===== config.mk =====
export PLATFORM = sky130hd
export DESIGN_NAME = dac_ad5601_ctrl
export DESIGN_NICKNAME = d
export VERILOG_FILES = /design/src/verilog/dac_pkg.sv /design/src/verilog/dac_reg_file.sv /design/src/verilog/dac_cmd_sched.sv /design/src/verilog/dac_spi_shifter.sv /design/src/verilog/dac_ad5601_ctrl.sv
export VERILOG_INCLUDE_DIRS = /design/src /design/src/verilog
export SDC_FILE = /design/constraint.sdc
export NUM_CORES = 1
export LEC_CHECK = 0
export ABC_AREA = 1
export BUFFER_PORTS_ARGS = -buffer_cell sky130_fd_sc_hd__buf_2
export CORE_MARGIN = 4
export CORE_UTILIZATION = 59
export CTS_CLUSTER_DIAMETER = 200
export DETAILED_ROUTE_END_ITERATION = 12
export PLACE_DENSITY = 0.95
export SETUP_SLACK_MARGIN = 0.02
export SYNTH_ARGS = -nofsm -noshare
export SYNTH_HDL_FRONTEND = slang
export SYNTH_HIERARCHICAL = 1
export SYNTH_SLANG_ARGS = --single-unit

===== constraint.sdc =====
create_clock -name clk_ifc -period 3.6 [get_ports clk_ifc]
set_input_delay 0.36 -clock clk_ifc [delete_from_list [all_inputs] [get_ports clk_ifc]]
set_output_delay 0.36 -clock clk_ifc [all_outputs]
set_load 0.01 [all_outputs]

===== src/verilog/dac_consts.svh =====
// AD5601 DAC controller constants
// frame layout, serial clock divide, reset default and version word
`ifndef DAC_CONSTS_SVH
`define DAC_CONSTS_SVH

////////////////////////////////////////////////////////////
// frame layout
////////////////////////////////////////////////////////////

`define DAC_FRAME_W 16          // bits per serial frame
`define DAC_DATA_LSB 6          // data field sits in bits 13..6
`define DAC_DATA_W 8            // 8-bit DAC code
// bits 15..14 are the power mode (0 = normal), bits 5..0 are don't care zeros

////////////////////////////////////////////////////////////
// serial timing
////////////////////////////////////////////////////////////

`define DAC_SCLK_DIV 4          // system clocks per sclk period, must be even

////////////////////////////////////////////////////////////
// reset behaviour and identification
////////////////////////////////////////////////////////////

`define DAC_DEFAULT_FRAME 16'd100
`define DAC_WRITE_DEFAULT_ON_RESET 1   // 1 sends the default frame after reset

`define DAC_VERSION_ID 32'h0001_000a  // version 1, module id 10
`define DAC_ADDR_W 2                  // word address width of the register bus

`endif


===== src/verilog/dac_pkg.sv =====
// AD5601 DAC controller shared types
// register bus structs, frame command and state encodings
`default_nettype none

`include "dac_consts.svh"

package dac_pkg;

    // register map, address 3 is unmapped and returns an error on read
    typedef enum logic [`DAC_ADDR_W-1:0] {
        REG_VERSION = 0,    // read only version word
        REG_DAC     = 1,    // 16-bit DAC frame register
        REG_CTRL    = 2     // read only control/status word
    } reg_addr_e;

    // register bus request, one access per strobe
    typedef struct packed {
        logic                   wr_stb;
        logic                   rd_stb;
        logic [`DAC_ADDR_W-1:0] addr;
        logic [31:0]            wdata;
    } reg_req_t;

    // read response, valid one cycle after the read strobe
    typedef struct packed {
        logic        rvalid;
        logic        err;
        logic [31:0] rdata;
    } reg_rsp_t;

    // frame command between stages
    typedef struct packed {
        logic                    start;   // one cycle strobe
        logic [`DAC_FRAME_W-1:0] frame;
    } dac_cmd_t;

    typedef enum logic [1:0] {
        SH_IDLE,
        SH_SHIFT,
        SH_GAP
    } shift_state_e;

endpackage

`default_nettype wire


===== src/verilog/dac_reg_file.sv =====
// DAC register stage
// decodes register bus accesses, picks the write source and holds the DAC frame
`timescale 1ns/1ps
`default_nettype none

`include "dac_consts.svh"

module dac_reg_file (
    input  wire logic                   clk_ifc,
    input  wire logic                   SET_DEFAULT_ON_RESET,
    input  wire dac_pkg::reg_req_t      reg_req,
    input  wire logic                   en_avmm_ctrl,      // 1 = bus owns the frame
    input  wire logic [`DAC_DATA_W-1:0] dac_reg,
    input  wire logic                   dac_reg_valid,
    input  wire logic                   busy,
    output var  dac_pkg::reg_rsp_t      reg_rsp,
    output var  dac_pkg::dac_cmd_t      update
);

    logic                    bus_wr_dac;   // bus write to the frame register
    logic                    direct_wr;    // direct 8-bit update
    logic [`DAC_FRAME_W-1:0] frame_q;
    logic                    load_q;       // frame register changed last edge

    logic                    upd_start_q;
    logic [`DAC_FRAME_W-1:0] upd_frame_q;

    logic                    rvalid_q;
    logic                    err_q;
    logic [31:0]             rdata_q;
    logic [31:0]             rdata_mux;

    ////////////////////////////////////////////////////////////
    // write source select
    ////////////////////////////////////////////////////////////

    // the unselected source is simply dropped
    assign bus_wr_dac = reg_req.wr_stb && en_avmm_ctrl &&
                        (reg_req.addr == dac_pkg::REG_DAC);
    assign direct_wr  = dac_reg_valid && !en_avmm_ctrl;

    always_ff @(posedge clk_ifc) begin
        if (SET_DEFAULT_ON_RESET) begin
            frame_q     <= `DAC_DEFAULT_FRAME;
            load_q      <= 1'b0;
            upd_start_q <= 1'b0;
        end else begin
            load_q      <= bus_wr_dac || direct_wr;
            upd_start_q <= load_q;                    // update strobe trails the write by one
            if (bus_wr_dac) begin
                frame_q <= reg_req.wdata[`DAC_FRAME_W-1:0];
            end else if (direct_wr) begin
                frame_q[`DAC_DATA_LSB +: `DAC_DATA_W] <= dac_reg;  // power mode bits kept
            end
        end
    end

    always_ff @(posedge clk_ifc) begin
        upd_frame_q <= frame_q;
    end

    assign update.start = upd_start_q;
    assign update.frame = upd_frame_q;

    ////////////////////////////////////////////////////////////
    // read path
    ////////////////////////////////////////////////////////////

    always_comb begin
        case (reg_req.addr)
            dac_pkg::REG_VERSION: rdata_mux = `DAC_VERSION_ID;
            dac_pkg::REG_DAC:     rdata_mux = {{(32-`DAC_FRAME_W){1'b0}}, frame_q};
            dac_pkg::REG_CTRL:    rdata_mux = {30'd0, busy, en_avmm_ctrl};
            default:              rdata_mux = 32'd0;    // unmapped
        endcase
    end

    always_ff @(posedge clk_ifc) begin
        if (SET_DEFAULT_ON_RESET) begin
            rvalid_q <= 1'b0;
            err_q    <= 1'b0;
        end else begin
            rvalid_q <= reg_req.rd_stb;
            err_q    <= reg_req.rd_stb && (reg_req.addr == 2'd3);
        end
    end

    always_ff @(posedge clk_ifc) begin
        if (reg_req.rd_stb) begin
            rdata_q <= rdata_mux;
        end
    end

    assign reg_rsp.rvalid = rvalid_q;
    assign reg_rsp.err    = err_q;
    assign reg_rsp.rdata  = rdata_q;

    // a response only ever answers the strobe one cycle before it
    a_no_spurious_rvalid : assert property (
        @(posedge clk_ifc) disable iff (SET_DEFAULT_ON_RESET)
        !reg_req.rd_stb |=> !reg_rsp.rvalid
    ) else $error("rvalid without a preceding read strobe");

endmodule

`default_nettype wire


===== src/verilog/dac_cmd_sched.sv =====
// DAC command scheduler
// issues frames to an idle shifter and coalesces updates into one pending frame
`timescale 1ns/1ps
`default_nettype none

`include "dac_consts.svh"

module dac_cmd_sched (
    input  wire logic              clk_ifc,
    input  wire logic              SET_DEFAULT_ON_RESET,
    input  wire dac_pkg::dac_cmd_t update,
    input  wire logic              busy,
    input  wire logic              done,
    output var  dac_pkg::dac_cmd_t cmd,
    output var  logic              initdone
);

    logic                    free;         // shifter can take a start this cycle
    logic                    issue_new;
    logic                    issue_pend;
    logic                    pend_q;
    logic [`DAC_FRAME_W-1:0] pend_frame_q;
    logic                    start_q;
    logic [`DAC_FRAME_W-1:0] frame_q;

    // busy only rises the cycle after start, so an outstanding start counts too
    assign free = !busy && !start_q;

    // a fresh update always wins over the older pending frame
    assign issue_new  = update.start && free;
    assign issue_pend = pend_q && free && !update.start;

    ////////////////////////////////////////////////////////////
    // start and pending control
    ////////////////////////////////////////////////////////////

    always_ff @(posedge clk_ifc) begin
        if (SET_DEFAULT_ON_RESET) begin
            start_q      <= 1'b0;
            pend_q       <= (`DAC_WRITE_DEFAULT_ON_RESET != 0);  // boot frame waits here
            pend_frame_q <= `DAC_DEFAULT_FRAME;
            initdone     <= 1'b0;
        end else begin
            start_q <= issue_new || issue_pend;
            pend_q  <= !free && (update.start || pend_q);
            if (update.start && !free) begin
                pend_frame_q <= update.frame;    // overwrite older pending value
            end
            // without a boot frame there is nothing to wait for
            if (done || (`DAC_WRITE_DEFAULT_ON_RESET == 0)) begin
                initdone <= 1'b1;
            end
        end
    end

    always_ff @(posedge clk_ifc) begin
        if (issue_new) begin
            frame_q <= update.frame;
        end else if (issue_pend) begin
            frame_q <= pend_frame_q;
        end
    end

    assign cmd.start = start_q;
    assign cmd.frame = frame_q;

    // shifter has no queue, a start into a busy shifter would be lost
    a_start_when_idle : assert property (
        @(posedge clk_ifc) disable iff (SET_DEFAULT_ON_RESET)
        cmd.start |-> !busy
    ) else $error("frame start issued while shifter busy");

    a_busy_follows_start : assert property (
        @(posedge clk_ifc) disable iff (SET_DEFAULT_ON_RESET)
        cmd.start |=> busy
    ) else $error("shifter did not pick up the frame start");

endmodule

`default_nettype wire


===== src/verilog/dac_spi_shifter.sv =====
// DAC serial shifter
// sends one 16-bit frame MSB first on sclk/sync_n/mosi with a divided clock
`timescale 1ns/1ps
`default_nettype none

`include "dac_consts.svh"

module dac_spi_shifter (
    input  wire logic              clk_ifc,
    input  wire logic              SET_DEFAULT_ON_RESET,
    input  wire dac_pkg::dac_cmd_t cmd,
    output var  logic              busy,
    output var  logic              done,
    output var  logic              sclk,
    output var  logic              sync_n,
    output var  logic              mosi
);

    localparam int DIV_W = $clog2(`DAC_SCLK_DIV);
    localparam int BIT_W = $clog2(`DAC_FRAME_W);

    dac_pkg::shift_state_e   state;
    logic [DIV_W-1:0]        div_cnt;     // position inside one sclk period
    logic [BIT_W-1:0]        bit_cnt;     // bits already sent
    logic [`DAC_FRAME_W-1:0] shift_q;
    logic                    bit_end;     // last system clock of a bit
    logic                    load;

    assign bit_end = (div_cnt == DIV_W'(`DAC_SCLK_DIV - 1));
    assign load    = (state == dac_pkg::SH_IDLE) && cmd.start;
    assign busy    = (state != dac_pkg::SH_IDLE);

    ////////////////////////////////////////////////////////////
    // frame FSM
    ////////////////////////////////////////////////////////////

    // sclk is high for the first half of each bit, mosi moves as it rises
    always_ff @(posedge clk_ifc) begin
        if (SET_DEFAULT_ON_RESET) begin
            state   <= dac_pkg::SH_IDLE;
            div_cnt <= '0;
            bit_cnt <= '0;
            sclk    <= 1'b0;
            sync_n  <= 1'b1;
            mosi    <= 1'b0;
            done    <= 1'b0;
        end else begin
            done <= 1'b0;
            case (state)
                dac_pkg::SH_IDLE: begin
                    if (cmd.start) begin
                        state   <= dac_pkg::SH_SHIFT;
                        sync_n  <= 1'b0;
                        sclk    <= 1'b1;
                        mosi    <= cmd.frame[`DAC_FRAME_W-1];
                        div_cnt <= '0;
                        bit_cnt <= '0;
                    end
                end
                dac_pkg::SH_SHIFT: begin
                    div_cnt <= div_cnt + 1'b1;
                    if (div_cnt == DIV_W'(`DAC_SCLK_DIV/2 - 1)) begin
                        sclk <= 1'b0;                      // falling edge, DAC samples here
                    end
                    if (bit_end) begin
                        div_cnt <= '0;
                        if (bit_cnt == BIT_W'(`DAC_FRAME_W - 1)) begin
                            state  <= dac_pkg::SH_GAP;
                            sync_n <= 1'b1;                // frame latched on rising sync_n
                            mosi   <= 1'b0;
                        end else begin
                            bit_cnt <= bit_cnt + 1'b1;
                            sclk    <= 1'b1;
                            mosi    <= shift_q[`DAC_FRAME_W-2];
                        end
                    end
                end
                dac_pkg::SH_GAP: begin
                    state <= dac_pkg::SH_IDLE;
                    done  <= 1'b1;                         // busy drops on the same edge
                end
                default: state <= dac_pkg::SH_IDLE;
            endcase
        end
    end

    // data shift register, MSB tracks the bit on mosi
    always_ff @(posedge clk_ifc) begin
        if (load) begin
            shift_q <= cmd.frame;
        end else if ((state == dac_pkg::SH_SHIFT) && bit_end) begin
            shift_q <= shift_q << 1;
        end
    end

    a_sync_low_in_shift : assert property (
        @(posedge clk_ifc) disable iff (SET_DEFAULT_ON_RESET)
        (state == dac_pkg::SH_SHIFT) |-> !sync_n
    ) else $error("sync_n high in the middle of a frame");

endmodule

`default_nettype wire


===== src/verilog/dac_ad5601_ctrl.sv =====
// AD5601 DAC controller top level
// register stage, command scheduler and serial shifter in a chain
`timescale 1ns/1ps
`default_nettype none

`include "dac_consts.svh"

module dac_ad5601_ctrl (
    input  wire logic                   clk_ifc,
    input  wire logic                   SET_DEFAULT_ON_RESET,   // sync, active high
    input  wire dac_pkg::reg_req_t      reg_req,
    input  wire logic                   en_avmm_ctrl,
    input  wire logic [`DAC_DATA_W-1:0] dac_reg,
    input  wire logic                   dac_reg_valid,
    output var  dac_pkg::reg_rsp_t      reg_rsp,
    output var  logic                   sclk,
    output var  logic                   sync_n,
    output var  logic                   mosi,
    output var  logic                   dac_reg_updated,
    output var  logic                   initdone
);

    dac_pkg::dac_cmd_t update;   // register stage to scheduler
    dac_pkg::dac_cmd_t cmd;      // scheduler to shifter
    logic              busy;
    logic              done;

    dac_reg_file i_dac_reg_file (
        .clk_ifc              ( clk_ifc              ),
        .SET_DEFAULT_ON_RESET ( SET_DEFAULT_ON_RESET ),
        .reg_req              ( reg_req              ),
        .en_avmm_ctrl         ( en_avmm_ctrl         ),
        .dac_reg              ( dac_reg              ),
        .dac_reg_valid        ( dac_reg_valid        ),
        .busy                 ( busy                 ),
        .reg_rsp              ( reg_rsp              ),
        .update               ( update               )
    );

    dac_cmd_sched i_dac_cmd_sched (
        .clk_ifc              ( clk_ifc              ),
        .SET_DEFAULT_ON_RESET ( SET_DEFAULT_ON_RESET ),
        .update               ( update               ),
        .busy                 ( busy                 ),
        .done                 ( done                 ),
        .cmd                  ( cmd                  ),
        .initdone             ( initdone             )
    );

    dac_spi_shifter i_dac_spi_shifter (
        .clk_ifc              ( clk_ifc              ),
        .SET_DEFAULT_ON_RESET ( SET_DEFAULT_ON_RESET ),
        .cmd                  ( cmd                  ),
        .busy                 ( busy                 ),
        .done                 ( done                 ),
        .sclk                 ( sclk                 ),
        .sync_n               ( sync_n               ),
        .mosi                 ( mosi                 )
    );

    assign dac_reg_updated = done;   // one pulse per completed frame

endmodule

`default_nettype wire


==> metrics.txt, run 1 <==
average cell area after synthesis=9.07 um^2; worst-case clock skew=8.44 ps; number of global-route vias before repair=3676; # rows=32; First DRT Iteration DRCs=299; clk buf depth=2; post-CTS setup buffer count=0; IO Count=87; Die W=97.3 um; synth top area cells=edfxtp_1 31%, dfxtp_1 28%, nand2_1 9.7%, nor2_1 5.5%, nand3_1 5.4%; CP most frequent cell=nand2_1; final-layout fill cell count=485; Post-Route Setup TNS=0 ps; largest net degree at the start of global routing=30; Gate power share=10.9%; port bufs=55; worst-path fanout max=29; sw power=0.924 mW; worst path required time=3810 ps; CTS root buf=clkbuf_8; Sw Share=25.3%; Post-Syn Instances=519; CP cell instances=inv_2 -> nand2_1 -> nor2_4 -> nand2_1 -> nand2_1 -> o21ai_0; fin. max-slew vios=0; CTS resizes=0; Synth cell types=32; pwr dens=661 mW/mm^2; RSZ-0062 raised after global routing=false; Max Fclk=460 MHz; CTS Buf Count=17; die area=0.00947 mm^2; drt drc=0; worst hold path class=in -> reg; YS warnings=6; area delta synth->final=17.5%; area share of the largest cell type after synthesis=30.6%; DR vias=3703; number of synthesized register bits=115; antenna viol nets, final=0; Vias/cell=5.39; Placer Congestion=0.788; Cell Count, Final, Fillers Out=687; Synth Cell Area=0.00471 mm^2; Clock Latency Late Sink=510 ps; CTS tree=built; Worst setup SP type=flip-flop; register area share after synthesis=59.1%; H-tree levels=4; grt ovf=0; leak pwr=2.45 nW; Slew HR=32.6%; CP arrival=2380 ps; layout cells sized above 1=19.8%; drt total wl=10600 um; Worst setup EP type=flip-flop; All-Layer GR Usage=23.2%; Initial Util=60.9%; IR drop worst, VDD=0.418 mV; antenna violations before repair=0; core outline area=0.00773 mm^2; # hold bufs at CTS=0; Layout Nets=623; power share of the clock group=46.0%; Final Hold Vio Count=0; n_diodes=0; Slowest-stage cell, CP=nand2_1; Worst Tran Pin Value=1010 ps; die height=97.3 um; sequential share of power=43.1%; crit share post-route=60.4%; Period minus WS final=2170 ps; status=finished, final reports clean; internal power=2.73 mW; Placed Cells=655; first-pass GRT wire length=17300 um; DRT Pass-1 Iters=5; post-DP HPWL=6320 um; clock sink count=115; CP max stage delay=620 ps; Crit Path Class=reg -> reg; Synth area leader=edfxtp_1; max_cap viols=0; clock slew at reported path FFs=60 ps; routed len/inst=15.4 um; count of final setup violators=0
==> per-stage QoR <==
stage	power (mW)	hold slack, ps	area (um^2)	utilization (%)	worst slack [ps]
after global routing	3.79	74.5	5530	71.6	1310
after detailed placement	1.98	343	4920	63.7	1540
after CTS	3.67	50.8	5530	71.6	1470
final	3.66	76.9	5530	71.6	1430
after global placement	1.95	338	4920	63.7	1660
after floorplan	1.88	331	4760	-	1630
==> metal layers <==
layer | global-route usage, % | up-vias | routed length, um
met2 | 41.2 | 188 | 5560
met5 | 0 | - | 0
li1 | - | 1736 | -
met4 | 11.4 | 0 | 361
met3 | 7.61 | 45 | 763
met1 | 24.6 | 1734 | 3930
==> critical path: cells and delay by family (launching register included) <==
kind | cells | cell delay, ps
flops | 1 | 330
simple gates | 4 | 1280
buf+inv | 1 | 120
compound gates | 1 | 130
==> synth_stat cells (all sizes together) <==
cell	count
nand4	1
buf	34
nor3	3
a21oi	14
or2	1
edfxtp	48
clkbuf	3
nor2	74
o21a	1
o211ai	2
conb	1
o21ai	26
ha	3
inv	58
nand3	54
nand2	126
o31ai	1
clkinv	1
dfxtp	67
nor4	1
==> final timing paths <==
kind	start	endpoint	slack [ps]	cells after the start
max	i_dac_spi_shifter/state[0]$_SDFFE_PP0P_	i_dac_cmd_sched/frame_q[9]$_DFFE_PP_	1430	6
max reg2reg	i_dac_spi_shifter/state[0]$_SDFFE_PP0P_	i_dac_cmd_sched/frame_q[9]$_DFFE_PP_	1430	6
min	reg_req[6]	i_dac_reg_file/frame_q[6]$_SDFFE_PP1P_	80	3
min reg2reg	i_dac_reg_file/frame_q[2]$_SDFFE_PP1P_	i_dac_reg_file/upd_frame_q[2]$_DFF_P_	360	0
==> state kept, by name (all words and copies together) (netlist names), 2 cells and up <==
register                      count
i_dac_cmd_sched/frame_q          16
i_dac_cmd_sched/pend_frame_q     16
i_dac_reg_file/frame_q           16
i_dac_reg_file/rdata_q           17
i_dac_reg_file/upd_frame_q       16
i_dac_spi_shifter/bit_cnt         4
i_dac_spi_shifter/div_cnt         2
i_dac_spi_shifter/shift_q        15
i_dac_spi_shifter/state           2
==> logic make-up (layout without fill, tap and decap cells) <==
family | Yosys count | count (layout) | synth area share [%]
flops | 115 | 115 | 59.1
simple gates | 260 | 260 | 24.2
compound gates | 44 | 44 | 5.69
fa+ha+maj | 3 | 3 | 0.797
other cells | 1 | 15 | 0.0796
buf+inv | 96 | 148 | 10.2
==> layout by cell type (no fill, tap or decap), types with 15 or more instances in the layout <==
cell       instances
inv_1             51
nand2_1          122
clkbuf_16         18
conb_1            15
dfxtp_1           67
nor2_1            69
buf_2             55
nand3_1           51
edfxtp_1          48
==> area by class of cell <==
| type | count | area (um^2) | share of cell area (%) |
|---|---|---|---|
| multi-input cells | 322 | 1500 | 27.1 |
| flip-flops and latches | 115 | 2780 | 50.3 |
| clock inverters | 11 | 121 | 2.19 |
| well taps | 102 | 128 | 2.31 |
| clock buffers | 21 | 492 | 8.89 |
| repair buffers | 57 | 290 | 5.25 |
| inverters | 59 | 221 | 4.00 |
==> power groups by stage <==
stage / sequential, mW / clock (mW) / combinational (mW)
6_report: 1.58 / 1.68 / 0.400
4_1_cts: 1.58 / 1.70 / 0.396
3_5_place_dp: 1.60 / 0 / 0.385
3_3_place_gp: 1.59 / 0 / 0.361
5_1_grt: 1.59 / 1.76 / 0.447
2_1_floorplan: 1.59 / 0 / 0.290
Note: power is estimated with default switching activity, not from simulation.
==> run 2, diff against run 1 <==
--- a/config.mk
+++ b/config.mk
@@ -9,10 +9,10 @@
 export ABC_AREA = 1
 export BUFFER_PORTS_ARGS = -buffer_cell sky130_fd_sc_hd__buf_2
 export CORE_MARGIN = 4
-export CORE_UTILIZATION = 59
+export CORE_UTILIZATION = 55
 export CTS_CLUSTER_DIAMETER = 200
 export DETAILED_ROUTE_END_ITERATION = 12
-export PLACE_DENSITY = 0.95
+export PLACE_DENSITY = 0.9
 export SETUP_SLACK_MARGIN = 0.02
 export SYNTH_ARGS = -nofsm -noshare
 export SYNTH_HDL_FRONTEND = slang
==> constraint.sdc (replaced) <==
create_clock -name clk_ifc -period 2.2 [get_ports clk_ifc]
set_input_delay 0.22 -clock clk_ifc [delete_from_list [all_inputs] [get_ports clk_ifc]]
set_output_delay 0.22 -clock clk_ifc [all_outputs]
set_load 0.01 [all_outputs]
==> run 2 against run 1 <==
- register-to-register slack got worse by 890 ps
- critical path depth stayed put
- sequential cell count is the same
- global-route usage fell by 2.1 points
- largest power group unchanged
- clock-buffer cell count down 2
- non-clock buffer count rose by 14
- sequential share of layout area fell by 1.3 points
- core utilization decreased by 2.9 points
- highest routed layer unchanged
==> metrics.txt, run 2 (synthesis results as in run 1) <==
first-pass GRT wire length=16600 um; # hold bufs at CTS=9; reg2reg start=i_dac_spi_shifter/state[1]$_SDFFE_PP0P_; DR vias=3649; grt ovf=0; final instance area=0.00568 mm^2; Worst R2R Path Depth=6; CTS root buf=clkbuf_8; layout cells sized above 1=20.5%; Worst setup SP type=flip-flop; most common cell after layout, fill and taps aside=nand2_1; leak pwr=2.52 nW; min-delay src=reg_req[32]; Slew HR=58.7%; Post-Route Setup TNS=0 ps; Placed Instance Area=0.00496 mm^2; Vias/cell=5.18; largest net degree at the start of global routing=30; count of final setup violators=0; worst hold path class=in -> reg; max_cap viols=0; CTS Buf Count=17; CP bufs+invs=3; crit share post-route=75.6%; # rows=33; post-CTS setup buffer count=0; Worst path depth=6; max reg flops=17; Worst Tran Pin Value=618 ps; Final Hold Vio Count=0; IO Count=87; Crit Path Class=reg -> reg; clock sink count=115; port bufs=55; Layout Nets=637; Worst setup EP type=flip-flop; area delta synth->final=20.6%; DRT Pass-1 Iters=5; Period minus WS final=1660 ps; routed len/inst=14.5 um; Clock Latency Late Sink=500 ps; status=finished, final reports clean; n_diodes=0; register area=0.00278 mm^2; CTS tree=built; drt drc=0; post-DP HPWL=6220 um; die height=101 um; worst-case clock skew=8.70 ps; Slowest-stage cell, CP=dfxtp_1; clock slew at reported path FFs=60 ps; RSZ-0062 raised after global routing=false; worst-path fanout max=19; Power, Total=6.06 mW; CP cell instances=inv_2 -> nand2_1 -> inv_1 -> nand2_2 -> nor2_1 -> buf_4; Min-Delay Endpoint=i_dac_reg_file/rdata_q[16]$_DFFE_PP_; Worst R2R Setup Slack=540 ps; worst path required time=2390 ps; Die W=101 um; drt total wl=10200 um; final-layout fill cell count=557; most frequent cells in the layout=122 x nand2_1, 69 x nor2_1, 67 x dfxtp_1; core outline area=0.00826 mm^2; Placer Congestion=0.785; Largest Register=i_dac_reg_file/rdata_q; delay-heaviest family, CP=simple AND/OR/NAND/NOR gates; CP max stage delay=340 ps; CTS resizes=0; All-Layer GR Usage=21.1%; antenna viol nets, final=0; CP arrival=1860 ps; Reg-to-Reg End=i_dac_cmd_sched/frame_q[4]$_DFFE_PP_; First DRT Iteration DRCs=247; Max Fclk=601 MHz; Multi-input gate area=0.00150 mm^2; antenna violations before repair=0; die area=0.0101 mm^2; fin. max-slew vios=0; Initial Util=57.0%; hold path cells=2; H-tree levels=4; number of global-route vias before repair=3677; pwr dens=1070 mW/mm^2; IR drop worst, VDD=0.636 mV; clk buf depth=2
[run 2: changes by cell type in the layout (fill, tap and decap cells not counted), sizes merged]
cell         delta
inv             +3
clkbuf          -2
clkinv          -1
bufinv          +1
buf             +5
dlygate4sd3     +9
clkinvlp        -1
[run 2: area by class of cell]
cell class	instances	share of cell area, %
clock buffer	19	7.98
inverter	59	3.90
timing repair buffer	71	7.36
clock inverter	13	3.02
tap	105	2.31
sequential	115	49.0
multi-input combinational	322	26.4
[run 2: metal layers]
metal	track usage (%)	up-vias	part of all wire (%)
li1	-	1759	-
met3	6.57	17	6.3
met2	37.9	154	54
met1	22.6	1719	38
met5	0	-	0
met4	9.64	0	1.8
[run 2: how the worst max path moves through the flow]
stage | from | endpoint
finish | i_dac_spi_shifter/state[1]$_SDFFE_PP0P_ | i_dac_cmd_sched/frame_q[4]$_DFFE_PP_
global route | i_dac_spi_shifter/state[0]$_SDFFE_PP0P_ | i_dac_cmd_sched/frame_q[5]$_DFFE_PP_
CTS | i_dac_spi_shifter/div_cnt[0]$_SDFFE_PP0P_ | i_dac_spi_shifter/shift_q[5]$_DFFE_PP_
global placement | i_dac_spi_shifter/div_cnt[0]$_SDFFE_PP0P_ | i_dac_spi_shifter/shift_q[12]$_DFFE_PP_
detailed placement | i_dac_spi_shifter/div_cnt[0]$_SDFFE_PP0P_ | i_dac_spi_shifter/shift_q[12]$_DFFE_PP_
floorplan | i_dac_spi_shifter/state[0]$_SDFFE_PP0P_ | i_dac_cmd_sched/frame_q[0]$_DFFE_PP_
[run 2: stage by stage]
| step | instances | util, % | hold WS, ps | worst slack, ps |
|---|---|---|---|---|
| global route | 704 | 68.7 | 24.3 | 382 |
| CTS | 704 | 68.7 | 8.68 | 533 |
| finish | 704 | 68.7 | 32.3 | 537 |
| floorplan | 533 | - | 292 | 230 |
| global placement | 663 | 60.1 | 338 | 614 |
| detailed placement | 663 | 60.1 | 338 | 559 |
[run 2: where the power goes]
group	total, mW	switching [mW]	internal [mW]
Combinational	0.669	0.464	0.205
Clock	2.82	0.982	1.84
Sequential	2.57	0.0880	2.48
Total	6.06	1.53	4.53
==> run 3, diff against run 2 <==
==> constraint.sdc (replaced) <==
create_clock -name clk_ifc -period 1.7 [get_ports clk_ifc]
set_input_delay 0.17 -clock clk_ifc [delete_from_list [all_inputs] [get_ports clk_ifc]]
set_output_delay 0.17 -clock clk_ifc [all_outputs]
set_load 0.01 [all_outputs]
==> run 3 against run 2 <==
- highest routed layer unchanged
- clock power is 35% higher
- largest cell class unchanged
- via count is 3.1% higher
- die area stayed put
- critical path depth is 1 higher
- register-to-register slack worse by 380 ps
- first-iteration DRC count is 49% higher
- cell area is 2.0% higher
- clock skew is 2.7 ps higher
==> metrics.txt, run 3 (synthesis results as in run 1) <==
post-DP HPWL=6240 um; Multi-input gate area=0.00151 mm^2; max_cap viols=0; fin. max-slew vios=0; die height=101 um; H-tree levels=4; Final Util=70.2%; IR drop worst, VDD=0.903 mV; DR vias=3761; grt ovf=0; drt drc=0; clk buf depth=2; Slew HR=64.5%; number of global-route vias before repair=3777; CTS Buf Count=17; All-Layer GR Usage=23.5%; die area=0.0101 mm^2; Max Fclk=648 MHz; drt total wl=11100 um; final-layout fill cell count=528; Crit Path Class=reg -> reg; Final Hold Vio Count=0; max reg flops=17; Period minus WS final=1540 ps; worst path required time=1950 ps; pwr dens=1390 mW/mm^2; Layout Nets=648; worst hold path class=in -> reg; Largest Register=i_dac_reg_file/rdata_q; port bufs=55; RSZ-0062 raised after global routing=false; Worst Tran Pin Value=530 ps; largest net degree at the start of global routing=24; Die W=101 um; Initial Util=57.0%; n_diodes=0; IO Count=87; layout cells sized above 1=20.0%; core outline area=0.00826 mm^2; Worst setup EP type=flip-flop; worst-case clock skew=11.4 ps; Placer Congestion=0.814; Vias/cell=5.26; count of final setup violators=0; DRT Pass-1 Iters=6; Worst setup SP type=flip-flop; CTS tree=built; antenna violations before repair=0; CP arrival=1790 ps; status=finished, final reports clean; first-pass GRT wire length=18200 um; antenna viol nets, final=0; most common cell after layout, fill and taps aside=nand2_1; routed len/inst=15.5 um; leak pwr=2.57 nW; clock slew at reported path FFs=50 ps; First DRT Iteration DRCs=367; area delta synth->final=23.0%; Clock Latency Late Sink=520 ps; # rows=33; worst-path fanout max=23; most frequent cells in the layout=122 x nand2_1, 68 x nor2_1, 67 x dfxtp_1; clock sink count=115; register area=0.00278 mm^2; CTS root buf=clkbuf_8; Worst R2R Setup Slack=160 ps; crit share post-route=90.8%; Post-Route Setup TNS=0 ps
==> run 3: changes by cell type in the layout (fill, tap and decap cells not counted), sizes merged <==
cell / change
clkinvlp: -1
bufinv: +2
dlygate4sd3: +8
inv: -4
clkinv: +1
clkbuf: +2
buf: +3
==> run 3: final timing paths <==
| path | start | to | depth (start not counted) |
|---|---|---|---|
| min reg2reg | i_dac_reg_file/frame_q[2]$_SDFFE_PP1P_ | i_dac_reg_file/upd_frame_q[2]$_DFF_P_ | 0 |
| min | dac_reg[5] | i_dac_reg_file/frame_q[11]$_SDFFE_PP0P_ | 5 |
| max reg2reg | i_dac_spi_shifter/state[0]$_SDFFE_PP0P_ | i_dac_cmd_sched/frame_q[8]$_DFFE_PP_ | 7 |
| max | i_dac_spi_shifter/state[0]$_SDFFE_PP0P_ | i_dac_cmd_sched/frame_q[8]$_DFFE_PP_ | 7 |
==> run 3: per-stage QoR <==
step / std cells / instance area (um^2) / power (mW) / hold slack (ps) / setup slack [ps]
floorplan: 533 / 4770 / 3.99 / 242 / 193
global placement: 665 / 4980 / 4.17 / 338 / 228
detailed placement: 665 / 4980 / 4.21 / 339 / 164
CTS: 714 / 5790 / 8.05 / 2.49 / 95.2
global route: 715 / 5790 / 8.35 / 22.5 / 54.9
finish: 715 / 5790 / 8.05 / 23.5 / 156
==> run 3: what timing repair did <==
item,CTS,global route
resized for setup,0,0
hold buffers,17,0
endpoints found under the hold margin,20,0
endpoints found under the setup margin,0,6
setup buffers,0,1
==> run 3: routing by layer <==
metal  part of all wire (%)  vias to the layer above  track usage (%)
met2                     52                      176             40.8
met1                     38                     1762             25.5
li1                       -                     1782                -
met5                      0                        -                0
met4                    3.2                        0             12.2
met3                    6.8                       41             7.40
==> run 3: area by class of cell <==
class                   count  share of cell area (%)
clock buffers              21                    7.78
clock inverters            11                    3.11
inverters                  59                    3.82
multi-input cells         322                    26.0
flip-flops and latches    115                    48.0
well taps                 105                    2.27
repair buffers             82                    8.98
==> run 3: worst max-delay path: stages, from the launching register on <==
cell	delay, ps
dfxtp_1	330
inv_2	120
nand2_1	150
nor2_4	180
nand2_1	90
buf_4	220
nand2_1	90
o21ai_0	90
==> run 3: power by group <==
group	switching (mW)	total (mW)	internal (mW)
registers	0.113	3.33	3.22
clock network	1.20	3.80	2.60
logic	0.625	0.926	0.301
